$ cat src/hw/rv_isa_pkg.sv
`default_nettype none

package rv_isa_pkg;

    localparam int XLEN     = 32;
    localparam int NUM_REGS = 32;

    typedef logic [XLEN-1:0] word_t;
    typedef logic [4:0]      regaddr_t;
    typedef logic [2:0]      funct3_t;

    // base opcodes, bits [6:0] of the instruction
    typedef enum logic [6:0] {
        OP_LOAD     = 7'b0000011,
        OP_MISC_MEM = 7'b0001111,   // fence
        OP_IMM      = 7'b0010011,
        OP_AUIPC    = 7'b0010111,
        OP_STORE    = 7'b0100011,
        OP          = 7'b0110011,
        OP_LUI      = 7'b0110111,
        OP_BRANCH   = 7'b1100011,
        OP_JALR     = 7'b1100111,
        OP_JAL      = 7'b1101111,
        OP_SYSTEM   = 7'b1110011    // no row in the decode table, always halts
    } opcode_e;

    // branch conditions, bit 0 inverts the compare
    localparam funct3_t F3_BEQ  = 3'b000;
    localparam funct3_t F3_BNE  = 3'b001;
    localparam funct3_t F3_BLT  = 3'b100;
    localparam funct3_t F3_BGE  = 3'b101;
    localparam funct3_t F3_BLTU = 3'b110;
    localparam funct3_t F3_BGEU = 3'b111;

    // shift right, funct7 bit 5 picks arithmetic
    localparam funct3_t F3_SRL_SRA = 3'b101;

    // bubble is addi x0, x0, 0
    localparam word_t NOP_IR = 32'h0000_0013;
    localparam word_t NOP_PC = 32'h0000_0000;

    localparam word_t INSTR_BYTES = 32'd4;   // no compressed instructions

endpackage

`default_nettype wire

$ cat src/hw/id_ctrl_pkg.sv
`default_nettype none

package id_ctrl_pkg;

    import rv_isa_pkg::*;

    // {funct7[0], funct7[5], funct3} for register ops, plus two internal modes
    typedef enum logic [4:0] {
        ALU_ADD   = 5'b00000,
        ALU_SLL   = 5'b00001,
        ALU_SLT   = 5'b00010,
        ALU_SLTU  = 5'b00011,
        ALU_XOR   = 5'b00100,
        ALU_SRL   = 5'b00101,
        ALU_OR    = 5'b00110,
        ALU_AND   = 5'b00111,
        ALU_SUB   = 5'b01000,
        ALU_SRA   = 5'b01101,
        ALU_COPY1 = 5'b11110,   // pass op1 through, used by lui
        ALU_X     = 5'b11111
    } alu_mode_e;

    typedef enum logic [1:0] {PC_NEXT, PC_JUMP_REL, PC_JUMP_ABS, PC_BRANCH} pc_mode_e;
    typedef enum logic [1:0] {OP1_X, OP1_RS1, OP1_IMMU} op1_sel_e;
    typedef enum logic [2:0] {OP2_X, OP2_RS2, OP2_IMMI, OP2_IMMS, OP2_PC} op2_sel_e;
    typedef enum logic [1:0] {MA_X, MA_LOAD, MA_STORE} ma_mode_e;
    typedef enum logic [1:0] {WB_SRC_X, WB_SRC_ALU, WB_SRC_PC4, WB_SRC_MEM} wb_src_e;

    typedef logic [2:0] ma_size_t;  // funct3 of the load or store
    localparam ma_size_t MA_SIZE_X = 3'b000;

    typedef struct packed {
        logic      halt;
        pc_mode_e  pc_mode;
        op1_sel_e  op1_sel;
        op2_sel_e  op2_sel;
        alu_mode_e alu_mode;
        ma_mode_e  ma_mode;
        ma_size_t  ma_size;
        wb_src_e   wb_src;
        logic      ra_used;
        logic      rb_used;
    } ctrl_word_t;

    typedef struct packed {
        word_t i;
        word_t s;
        word_t b;
        word_t u;
        word_t j;
    } imm_set_t;

    typedef struct packed {
        regaddr_t rs1;
        regaddr_t rs2;
        regaddr_t rd;
        funct3_t  funct3;
    } reg_fields_t;

    // one forwarding source, ready means data is final
    typedef struct packed {
        logic     valid;
        logic     ready;
        regaddr_t addr;
        word_t    data;
    } fwd_port_t;

    typedef struct packed {
        logic     valid;
        regaddr_t addr;
        word_t    data;
    } wb_port_t;

    typedef struct packed {
        word_t     pc;
        word_t     ir;
        word_t     alu_op1;
        word_t     alu_op2;
        alu_mode_e alu_mode;
        ma_mode_e  ma_mode;
        ma_size_t  ma_size;
        word_t     ma_data;     // store data
        wb_src_e   wb_src;
        word_t     wb_data;     // link address
        logic      wb_valid;
        logic      halt;
    } id_out_t;

    localparam id_out_t NOP_OUT = '{
        pc:       NOP_PC,
        ir:       NOP_IR,
        alu_op1:  '0,
        alu_op2:  '0,
        alu_mode: ALU_ADD,
        ma_mode:  MA_X,
        ma_size:  MA_SIZE_X,
        ma_data:  '0,
        wb_src:   WB_SRC_ALU,
        wb_data:  '0,
        wb_valid: 1'b0,     // rd is x0
        halt:     1'b0
    };

endpackage

`default_nettype wire

$ cat src/hw/id_decoder.sv
`timescale 1ns/1ps
`default_nettype none

module id_decoder
    import rv_isa_pkg::*;
    import id_ctrl_pkg::*;
(
    input  wire word_t ir_i,
    output ctrl_word_t  ctrl_o,
    output reg_fields_t fields_o,
    output imm_set_t    imm_o
);

    opcode_e    opcode;
    funct3_t    f3;
    logic [6:0] f7;
    alu_mode_e  mode7;     // register-register style mode
    alu_mode_e  mode3;     // funct3 only
    ctrl_word_t cw;

    always_comb begin
        opcode = opcode_e'(ir_i[6:0]);
        f3     = ir_i[14:12];
        f7     = ir_i[31:25];

        fields_o = '{rs1: ir_i[19:15], rs2: ir_i[24:20], rd: ir_i[11:7], funct3: f3};

        imm_o.i = {{20{ir_i[31]}}, ir_i[31:20]};
        imm_o.s = {{20{ir_i[31]}}, ir_i[31:25], ir_i[11:7]};
        imm_o.b = {{19{ir_i[31]}}, ir_i[31], ir_i[7], ir_i[30:25], ir_i[11:8], 1'b0};
        imm_o.u = {ir_i[31:12], 12'b0};
        imm_o.j = {{11{ir_i[31]}}, ir_i[31], ir_i[19:12], ir_i[20], ir_i[30:21], 1'b0};

        mode7 = alu_mode_e'({f7[0], f7[5], f3});
        mode3 = alu_mode_e'({2'b00, f3});
    end

    // halt, pc_mode, op1, op2, alu_mode, ma_mode, ma_size, wb_src, ra_used, rb_used
    always_comb begin
        casez ({f7, f3, opcode})
            // shifts first so srai keeps funct7 bit 5
            {7'b0?00000, F3_SRL_SRA, OP_IMM}: cw = '{1'b0, PC_NEXT, OP1_RS1, OP2_IMMI, mode7,
                                                   MA_X, MA_SIZE_X, WB_SRC_ALU, 1'b1, 1'b0};
            {7'b???????, 3'b???, OP_IMM}: cw = '{1'b0, PC_NEXT, OP1_RS1, OP2_IMMI, mode3,
                                               MA_X, MA_SIZE_X, WB_SRC_ALU, 1'b1, 1'b0};
            {7'b???????, 3'b???, OP_LUI}: cw = '{1'b0, PC_NEXT, OP1_IMMU, OP2_X, ALU_COPY1,
                                               MA_X, MA_SIZE_X, WB_SRC_ALU, 1'b0, 1'b0};
            {7'b???????, 3'b???, OP_AUIPC}: cw = '{1'b0, PC_NEXT, OP1_IMMU, OP2_PC, ALU_ADD,
                                                 MA_X, MA_SIZE_X, WB_SRC_ALU, 1'b0, 1'b0};
            // only sub and sra take the alternate funct7
            {7'b0000000, 3'b???, OP},
            {7'b0100000, 3'b000, OP},
            {7'b0100000, F3_SRL_SRA, OP}: cw = '{1'b0, PC_NEXT, OP1_RS1, OP2_RS2, mode7,
                                               MA_X, MA_SIZE_X, WB_SRC_ALU, 1'b1, 1'b1};
            {7'b???????, 3'b???, OP_JAL}: cw = '{1'b0, PC_JUMP_REL, OP1_X, OP2_X, ALU_X,
                                               MA_X, MA_SIZE_X, WB_SRC_PC4, 1'b0, 1'b0};
            {7'b???????, 3'b???, OP_JALR}: cw = '{1'b0, PC_JUMP_ABS, OP1_X, OP2_X, ALU_X,
                                                MA_X, MA_SIZE_X, WB_SRC_PC4, 1'b1, 1'b0};
            {7'b???????, 3'b00?, OP_BRANCH},
            {7'b???????, 3'b1??, OP_BRANCH}: cw = '{1'b0, PC_BRANCH, OP1_X, OP2_X, ALU_X,
                                                  MA_X, MA_SIZE_X, WB_SRC_X, 1'b1, 1'b1};
            {7'b???????, 3'b???, OP_LOAD}: cw = '{1'b0, PC_NEXT, OP1_RS1, OP2_IMMI, ALU_ADD,
                                                MA_LOAD, ma_size_t'(f3), WB_SRC_MEM, 1'b1, 1'b0};
            {7'b???????, 3'b???, OP_STORE}: cw = '{1'b0, PC_NEXT, OP1_RS1, OP2_IMMS, ALU_ADD,
                                                 MA_STORE, ma_size_t'(f3), WB_SRC_X, 1'b1, 1'b1};
            {7'b???????, 3'b???, OP_MISC_MEM}: cw = '{1'b0, PC_NEXT, OP1_X, OP2_X, ALU_X,
                                                    MA_X, MA_SIZE_X, WB_SRC_X, 1'b0, 1'b0};
            // illegal encodings and the whole system opcode
            default: cw = '{1'b1, PC_NEXT, OP1_X, OP2_X, ALU_X,
                            MA_X, MA_SIZE_X, WB_SRC_X, 1'b0, 1'b0};
        endcase
    end

    // x0 is never a real dependency
    always_comb begin
        ctrl_o         = cw;
        ctrl_o.ra_used = cw.ra_used && (fields_o.rs1 != '0);
        ctrl_o.rb_used = cw.rb_used && (fields_o.rs2 != '0);
    end

    always_comb begin
        assert final (!ctrl_o.halt || ctrl_o.wb_src == WB_SRC_X)
            else $error("halted instruction requests a register write-back");
    end

endmodule

`default_nettype wire

$ cat src/hw/id_regfile.sv
`timescale 1ns/1ps
`default_nettype none

module id_regfile
    import rv_isa_pkg::*;
    import id_ctrl_pkg::*;
(
    input  wire logic     clk_i,
    input  wire regaddr_t rd1_addr_i,
    input  wire regaddr_t rd2_addr_i,
    output word_t         rd1_data_o,
    output word_t         rd2_data_o,
    input  wire wb_port_t wr_i
);

    word_t regs [1:NUM_REGS-1];   // no storage behind x0

    always_ff @(posedge clk_i) begin
        if (wr_i.valid && wr_i.addr != '0) begin
            regs[wr_i.addr] <= wr_i.data;
        end
    end

    // async reads, x0 hardwired
    always_comb begin
        rd1_data_o = (rd1_addr_i == '0) ? '0 : regs[rd1_addr_i];
        rd2_data_o = (rd2_addr_i == '0) ? '0 : regs[rd2_addr_i];
    end

    // x0 stays zero even right after a write addressed to it
    assert property (@(posedge clk_i)
        (rd1_addr_i == '0 |-> rd1_data_o == '0) and (rd2_addr_i == '0 |-> rd2_data_o == '0))
        else $error("x0 read back nonzero");

endmodule

`default_nettype wire

$ cat src/hw/id_operand_bypass.sv
`timescale 1ns/1ps
`default_nettype none

module id_operand_bypass
    import rv_isa_pkg::*;
    import id_ctrl_pkg::*;
(
    input  wire reg_fields_t fields_i,
    input  wire ctrl_word_t  ctrl_i,
    input  wire word_t       ra_raw_i,
    input  wire word_t       rb_raw_i,
    input  wire fwd_port_t   ex_fwd_i,
    input  wire fwd_port_t   ma_fwd_i,
    input  wire wb_port_t    wb_i,
    output word_t            ra_o,
    output word_t            rb_o,
    output logic             hazard_o
);

    // youngest producer wins
    function automatic word_t forward(regaddr_t rs, word_t raw, fwd_port_t ex,
                                      fwd_port_t ma, wb_port_t wb);
        word_t val;
        if (rs == '0)
            val = raw;
        else if (ex.valid && ex.addr == rs)
            val = ex.data;
        else if (ma.valid && ma.addr == rs)
            val = ma.data;
        else if (wb.valid && wb.addr == rs)
            val = wb.data;
        else
            val = raw;
        return val;
    endfunction

    // destination matches but the value is still in flight
    function automatic logic pending(regaddr_t rs, fwd_port_t src);
        return src.valid && !src.ready && src.addr == rs;
    endfunction

    logic ra_stall;
    logic rb_stall;

    always_comb begin
        ra_o = forward(fields_i.rs1, ra_raw_i, ex_fwd_i, ma_fwd_i, wb_i);
        rb_o = forward(fields_i.rs2, rb_raw_i, ex_fwd_i, ma_fwd_i, wb_i);

        // used flags are already cleared for x0
        ra_stall = ctrl_i.ra_used &&
                   (pending(fields_i.rs1, ex_fwd_i) || pending(fields_i.rs1, ma_fwd_i));
        rb_stall = ctrl_i.rb_used &&
                   (pending(fields_i.rs2, ex_fwd_i) || pending(fields_i.rs2, ma_fwd_i));
        hazard_o = ra_stall || rb_stall;
    end

endmodule

`default_nettype wire

$ cat src/hw/id_branch_unit.sv
`timescale 1ns/1ps
`default_nettype none

module id_branch_unit
    import rv_isa_pkg::*;
    import id_ctrl_pkg::*;
(
    input  wire logic       reset_i,
    input  wire ctrl_word_t ctrl_i,
    input  wire funct3_t    funct3_i,
    input  wire word_t      pc_i,
    input  wire imm_set_t   imm_i,
    input  wire word_t      ra_i,
    input  wire word_t      rb_i,
    input  wire logic       hazard_i,
    output logic            jmp_valid_o,
    output word_t           jmp_addr_o
);

    logic cond;
    logic taken;

    always_comb begin
        case (funct3_i)
            F3_BEQ, F3_BNE:   cond = (ra_i == rb_i);
            F3_BLT, F3_BGE:   cond = ($signed(ra_i) < $signed(rb_i));
            F3_BLTU, F3_BGEU: cond = (ra_i < rb_i);
            default:          cond = 1'b0;
        endcase
        taken = cond ^ funct3_i[0];   // odd codes are the negated forms
    end

    always_comb begin
        case (ctrl_i.pc_mode)
            PC_JUMP_REL: begin
                jmp_valid_o = 1'b1;     // target needs no register
                jmp_addr_o  = pc_i + imm_i.j;
            end
            PC_JUMP_ABS: begin
                jmp_valid_o = !hazard_i;
                jmp_addr_o  = ra_i + imm_i.i;
            end
            PC_BRANCH: begin
                jmp_valid_o = taken && !hazard_i;
                jmp_addr_o  = pc_i + imm_i.b;
            end
            default: begin
                jmp_valid_o = 1'b0;
                jmp_addr_o  = '0;
            end
        endcase

        // fetch must not redirect while the pipe comes out of reset
        if (reset_i) begin
            jmp_valid_o = 1'b0;
            jmp_addr_o  = '0;
        end
    end

    always_comb begin
        assert final (!jmp_valid_o || ctrl_i.pc_mode != PC_NEXT)
            else $error("jump raised for a sequential instruction");
    end

endmodule

`default_nettype wire

$ cat src/hw/id_issue.sv
`timescale 1ns/1ps
`default_nettype none

module id_issue
    import rv_isa_pkg::*;
    import id_ctrl_pkg::*;
(
    input  wire logic       clk_i,
    input  wire logic       reset_i,
    input  wire word_t      pc_i,
    input  wire word_t      ir_i,
    input  wire ctrl_word_t ctrl_i,
    input  wire regaddr_t   rd_i,
    input  wire imm_set_t   imm_i,
    input  wire word_t      ra_i,
    input  wire word_t      rb_i,
    input  wire logic       hazard_i,
    output logic            ready_o,
    output id_out_t         out_o
);

    word_t   op1;
    word_t   op2;
    logic    wb_valid;
    id_out_t decoded;

    always_comb begin
        case (ctrl_i.op1_sel)
            OP1_RS1:  op1 = ra_i;
            OP1_IMMU: op1 = imm_i.u;
            default:  op1 = '0;
        endcase

        case (ctrl_i.op2_sel)
            OP2_RS2:  op2 = rb_i;
            OP2_IMMI: op2 = imm_i.i;
            OP2_IMMS: op2 = imm_i.s;
            OP2_PC:   op2 = pc_i;
            default:  op2 = '0;
        endcase

        wb_valid = (ctrl_i.wb_src != WB_SRC_X) && (rd_i != '0);   // writes to x0 dropped here

        decoded = '{
            pc:       pc_i,
            ir:       ir_i,
            alu_op1:  op1,
            alu_op2:  op2,
            alu_mode: ctrl_i.alu_mode,
            ma_mode:  ctrl_i.ma_mode,
            ma_size:  ctrl_i.ma_size,
            ma_data:  rb_i,
            wb_src:   ctrl_i.wb_src,
            wb_data:  pc_i + INSTR_BYTES,
            wb_valid: wb_valid,
            halt:     ctrl_i.halt
        };
    end

    // fetch holds pc/ir while not ready, so the stalled instruction issues later
    assign ready_o = reset_i || !hazard_i;

    always_ff @(posedge clk_i) begin
        if (reset_i || hazard_i)
            out_o <= NOP_OUT;   // bubble
        else
            out_o <= decoded;
    end

    assert property (@(posedge clk_i) disable iff (reset_i) hazard_i |=> !out_o.wb_valid)
        else $error("stalled cycle issued a register write");

endmodule

`default_nettype wire

$ cat src/hw/id_stage.sv
`timescale 1ns/1ps
`default_nettype none

module id_stage
    import rv_isa_pkg::*;
    import id_ctrl_pkg::*;
(
    input  wire logic      clk_i,
    input  wire logic      reset_i,
    input  wire word_t     pc_i,
    input  wire word_t     ir_i,
    input  wire fwd_port_t ex_fwd_i,
    input  wire fwd_port_t ma_fwd_i,
    input  wire wb_port_t  wb_i,
    output logic           ready_o,
    output logic           jmp_valid_o,
    output word_t          jmp_addr_o,
    output id_out_t        out_o
);

    ctrl_word_t  ctrl;
    reg_fields_t fields;
    imm_set_t    imm;
    word_t       ra_raw;
    word_t       rb_raw;
    word_t       ra_fwd;     // after bypass
    word_t       rb_fwd;
    logic        hazard;

    id_decoder i_decoder (
        .ir_i     (ir_i),
        .ctrl_o   (ctrl),
        .fields_o (fields),
        .imm_o    (imm)
    );

    // wb_i writes here and is forwarded in the same cycle
    id_regfile i_regfile (
        .clk_i      (clk_i),
        .rd1_addr_i (fields.rs1),
        .rd2_addr_i (fields.rs2),
        .rd1_data_o (ra_raw),
        .rd2_data_o (rb_raw),
        .wr_i       (wb_i)
    );

    id_operand_bypass i_bypass (
        .fields_i (fields),
        .ctrl_i   (ctrl),
        .ra_raw_i (ra_raw),
        .rb_raw_i (rb_raw),
        .ex_fwd_i (ex_fwd_i),
        .ma_fwd_i (ma_fwd_i),
        .wb_i     (wb_i),
        .ra_o     (ra_fwd),
        .rb_o     (rb_fwd),
        .hazard_o (hazard)
    );

    id_branch_unit i_branch (
        .reset_i     (reset_i),
        .ctrl_i      (ctrl),
        .funct3_i    (fields.funct3),
        .pc_i        (pc_i),
        .imm_i       (imm),
        .ra_i        (ra_fwd),
        .rb_i        (rb_fwd),
        .hazard_i    (hazard),
        .jmp_valid_o (jmp_valid_o),
        .jmp_addr_o  (jmp_addr_o)
    );

    id_issue i_issue (
        .clk_i    (clk_i),
        .reset_i  (reset_i),
        .pc_i     (pc_i),
        .ir_i     (ir_i),
        .ctrl_i   (ctrl),
        .rd_i     (fields.rd),
        .imm_i    (imm),
        .ra_i     (ra_fwd),
        .rb_i     (rb_fwd),
        .hazard_i (hazard),
        .ready_o  (ready_o),
        .out_o    (out_o)
    );

endmodule

`default_nettype wire

$ cat config.mk
export PLATFORM = sky130hd
export DESIGN_NAME = id_stage
export DESIGN_NICKNAME = d
export VERILOG_FILES = /design/src/hw/rv_isa_pkg.sv /design/src/hw/id_ctrl_pkg.sv /design/src/hw/id_decoder.sv /design/src/hw/id_regfile.sv /design/src/hw/id_operand_bypass.sv /design/src/hw/id_branch_unit.sv /design/src/hw/id_issue.sv /design/src/hw/id_stage.sv
export SDC_FILE = /design/constraint.sdc
export NUM_CORES = 2
export LEC_CHECK = 0
export ABC_AREA = 0
export BUFFER_PORTS_ARGS = -buffer_cell sky130_fd_sc_hd__clkbuf_2
export CAP_MARGIN = 20
export CORE_MARGIN = 2
export CORE_UTILIZATION = 45
export CTS_BUF_LIST = sky130_fd_sc_hd__clkbuf_4 sky130_fd_sc_hd__clkbuf_8
export DETAILED_ROUTE_END_ITERATION = 10
export PLACE_DENSITY = 0.63
export SLEW_MARGIN = 10
export SYNTH_ARGS = -nofsm -noshare
export SYNTH_HDL_FRONTEND = slang
export SYNTH_SLANG_ARGS = --single-unit
$ cat constraint.sdc
create_clock -name clk_i -period 5.8 [get_ports clk_i]
set_clock_uncertainty 0.1 [all_clocks]
set_input_delay 0 -clock clk_i [delete_from_list [all_inputs] [get_ports clk_i]]
set_output_delay 0 -clock clk_i [all_outputs]
set_load 0.03 [all_outputs]
==> flow_summary.toml <==
[route]
avgRoutedWirePerCell_um = 32.0
vias = 42074
drt-total-wl_mm = 213
dr.pass1.iters = 6
ant_nets = 0
drt_iter0_drc = 5502
via_per_inst = 6.31
drc = 0

[cts]
cts_root_buffer = "clkbuf_8"
insertion_delay_ps = 920
cts.sinks = 1196
cts_tree = "built"
clkTransAtPathRegs_ps = 70
htree_levels = 4
cts_max_path_buffers = 3
cts_buffers = 185

[yosys]
ys_types = 72
ys_ff_latch = 1196
synthFlopType = "edfxtp_1"
yosysSeqAreaShare = 0.573
synth_area_leaders = "edfxtp_1 50%, mux4_2 22%, dfxtp_1 6.9%"
yosys_warnings = 0
syn_inst = 3827
yosys.area.top_type = "edfxtp_1"
synth_nets = 4107
synth_area_um2 = 59200
synth-async-reset-ratio = 0
synth_top_cell_area_share = 0.504
synth_edf_count = 992
syn_avg_cell_area_um2 = 15.5

[timing]
fin_tns_setup_ps = 0
max_freq_mhz = 173
finalHoldViolations = 0
worst_pin_slew_ps = 1140
final_max_slew_viol_count = 0
layout_min_cycle_time_ps = 5800
relSlewSlack = 0.243
finalCritPeriodShare = 0.999
rsz0062_at_grt = "yes"
timing.final.ws_setup_ps = 3.66
setup_viol = 0
hold_ws_ps = 29.0

[global_routing]
grt_overflow = 0
grt_pass1_vias = 41947
grt_max_degree = 62
grt_pass1_wl_mm = 299
grt_usage = 0.312
antenna_found_initial = 12

[critical_path]
cp-endpoint = "jmp_addr_o[30]"
arrival_ps = 5700
r2r-start = "i_regfile.regs[6][13]$_DFFE_PP_"
worstSetupStartpointType = "flop"
critPathCaptureType = "output pin"
cp_max_fo = 3
crit_required_ps = 5700
rrSetupSlack_ps = 2130
crit_start = "i_regfile.regs[27][2]$_DFFE_PP_"
rr_endpoint = "i_issue.out_o[49]$_SDFF_PP0_"
worstSetupPathType = "reg -> out"
reg2reg_depth = 10

[floorplan]
rows = 133
core_um2 = 131000
pin_count = 422
die_area_um2 = 134000
fp.dieH_um = 367
die_w_um = 367
initial_core_util = 0.452

[layout]
drive_above_1_share = 0.339
finalNetCount = 5036
final_util = 0.557
num-fill-cells = 10261
syn_to_final_growth_pct = 23.3

[pwr]
leakage_nw = 26.1
total_power_mw = 20.3
power_density_nw_per_um2 = 278
ir_worst_vdd_mv = 0.246

[placed_design]
numPortBuffers = 421
gp_congestion = 0.945
dp.final_hpwl_mm = 135
place_ws_ps = 185

[run]
cap_violations = 0

[status]
status = "finished clean"

[hold_path]
min_path_type = "in -> reg"
## synth_stat cells, types with 6 or more instances
library cell / instances
and2_1: 70
o211ai_1: 6
nor2b_1: 11
nand2_1: 194
xor2_1: 56
o22ai_1: 13
nor4_1: 12
nor2_1: 320
buf_1: 33
nor3_1: 27
buf_2: 78
o21ai_1: 37
or2_2: 13
edfxtp_1: 992
ha_1: 96
xnor2_1: 45
nand3_1: 45
o2bb2ai_1: 19
mux4_2: 572
dfxtp_1: 204
o31ai_1: 8
a21o_1: 48
o21ai_0: 86
or3_1: 7
a211oi_1: 42
a22oi_1: 15
mux2_2: 7
a31oi_1: 42
and3_1: 17
clkbuf_1: 153
nand3b_1: 9
nand4_1: 15
nand2b_1: 70
and4_1: 6
a21oi_1: 196
mux2i_1: 164
inv_1: 28
## worst max-delay path, cell delays in order (launching register included)
cell and delay (ps):
edfxtp_1 390, mux4_2 500, mux4_2 480, mux2i_1 210, a211oi_1 100, buf_4 190, a21oi_2 120, nor2_1 70
a21oi_2 210, nor2_4 80, ha_4 240, nor2b_4 120, o31a_1 270, o31ai_2 200, buf_4 180, a211o_4 170
nand4_1 150, a31o_2 300, o41ai_2 340, xor2_1 190, o22ai_1 80, buf_4 210
## per-stage QoR
stage,cell area (um2),instances
final,73000,6664
after global routing,73000,6661
after CTS,72400,6642
after detailed placement,64500,5921
after global placement,64400,5913
after floorplan,59200,3827
## layout make-up
class | instances | area (um2) | area share
clock buffers | 247 | 3090 | 0.0423
well taps | 1755 | 2200 | 0.0301
flip-flops and latches | 1196 | 33900 | 0.464
repair buffers | 1012 | 8040 | 0.110
multi-input cells | 2333 | 24900 | 0.341
diodes | 4 | 10.0 | 0.000137
clock inverters | 89 | 756 | 0.0104
inverters | 28 | 105 | 0.00144
## logic make-up after synthesis
family / Yosys count / share of synthesized area
xor+xnor: 101 / 0.0150
simple gates: 828 / 0.0652
compound gates: 562 / 0.0583
mux: 743 / 0.247
flops: 1196 / 0.573
fa+ha+maj: 98 / 0.0210
buf+inv: 299 / 0.0212
## registers in the layout, summed over array words and instances, names as in the netlist
register        flops
i_regfile.regs    992
i_issue.out_o     204
## placed cells by master (no fill, tap or decap), drive strengths merged, types with 17 or more instances in the layout
cell type | netlist | final
clkinv | 0 | 61
and3 | 17 | 17
and2 | 70 | 70
ha | 96 | 96
o21ai | 123 | 123
a21oi | 196 | 196
nand3 | 45 | 46
dfxtp | 204 | 204
mux2i | 164 | 164
nor2 | 320 | 320
nor3 | 27 | 27
clkbuf | 153 | 658
buf | 118 | 224
mux4 | 572 | 572
nand2 | 194 | 194
xnor2 | 45 | 45
a211oi | 42 | 42
a21o | 48 | 48
o2bb2ai | 19 | 19
xor2 | 56 | 56
dlygate4sd3 | 0 | 377
a31oi | 42 | 42
nand2b | 70 | 70
inv | 28 | 37
edfxtp | 992 | 992
## report_power, final
part	internal, mW	switching (mW)
clock	3.98	3.47
combinational	1.43	1.87
sequential	9.45	0.0587
## layer usage
layer,routed length [um],up-vias,share of wire,GRT usage
met5,114,-,0.00053,0
met4,12200,18,0.057,0.164
met3,21700,570,0.10,0.0686
met2,101000,2737,0.47,0.497
met1,78500,21507,0.37,0.402
li1,-,17242,-,-
## worst min-delay path by stage
stage	slack [ps]	cells after the start	startpoint	end
after floorplan	-30	1	pc_i[2]	i_issue.out_o[4]$_SDFF_PP0_
after global placement	170	2	ir_i[2]	i_issue.out_o[144]$_SDFF_PP0_
after detailed placement	170	2	ir_i[2]	i_issue.out_o[144]$_SDFF_PP0_
after CTS	0.3	4	ex_fwd_i[9]	i_issue.out_o[45]$_SDFF_PP0_
after global routing	8	4	ex_fwd_i[17]	i_issue.out_o[53]$_SDFF_PP0_
final	30	4	ex_fwd_i[17]	i_issue.out_o[53]$_SDFF_PP0_
## repair_timing
item	4_1_cts	5_1_grt
setup endpoints to repair	19	20
setup buffers	8	15
pin swaps	12	25
gates cloned	0	2
hold endpoints to repair	1414	0
gates resized for setup	46	88
hold buffers	378	0
Note: power is estimated with default switching activity, not from simulation.
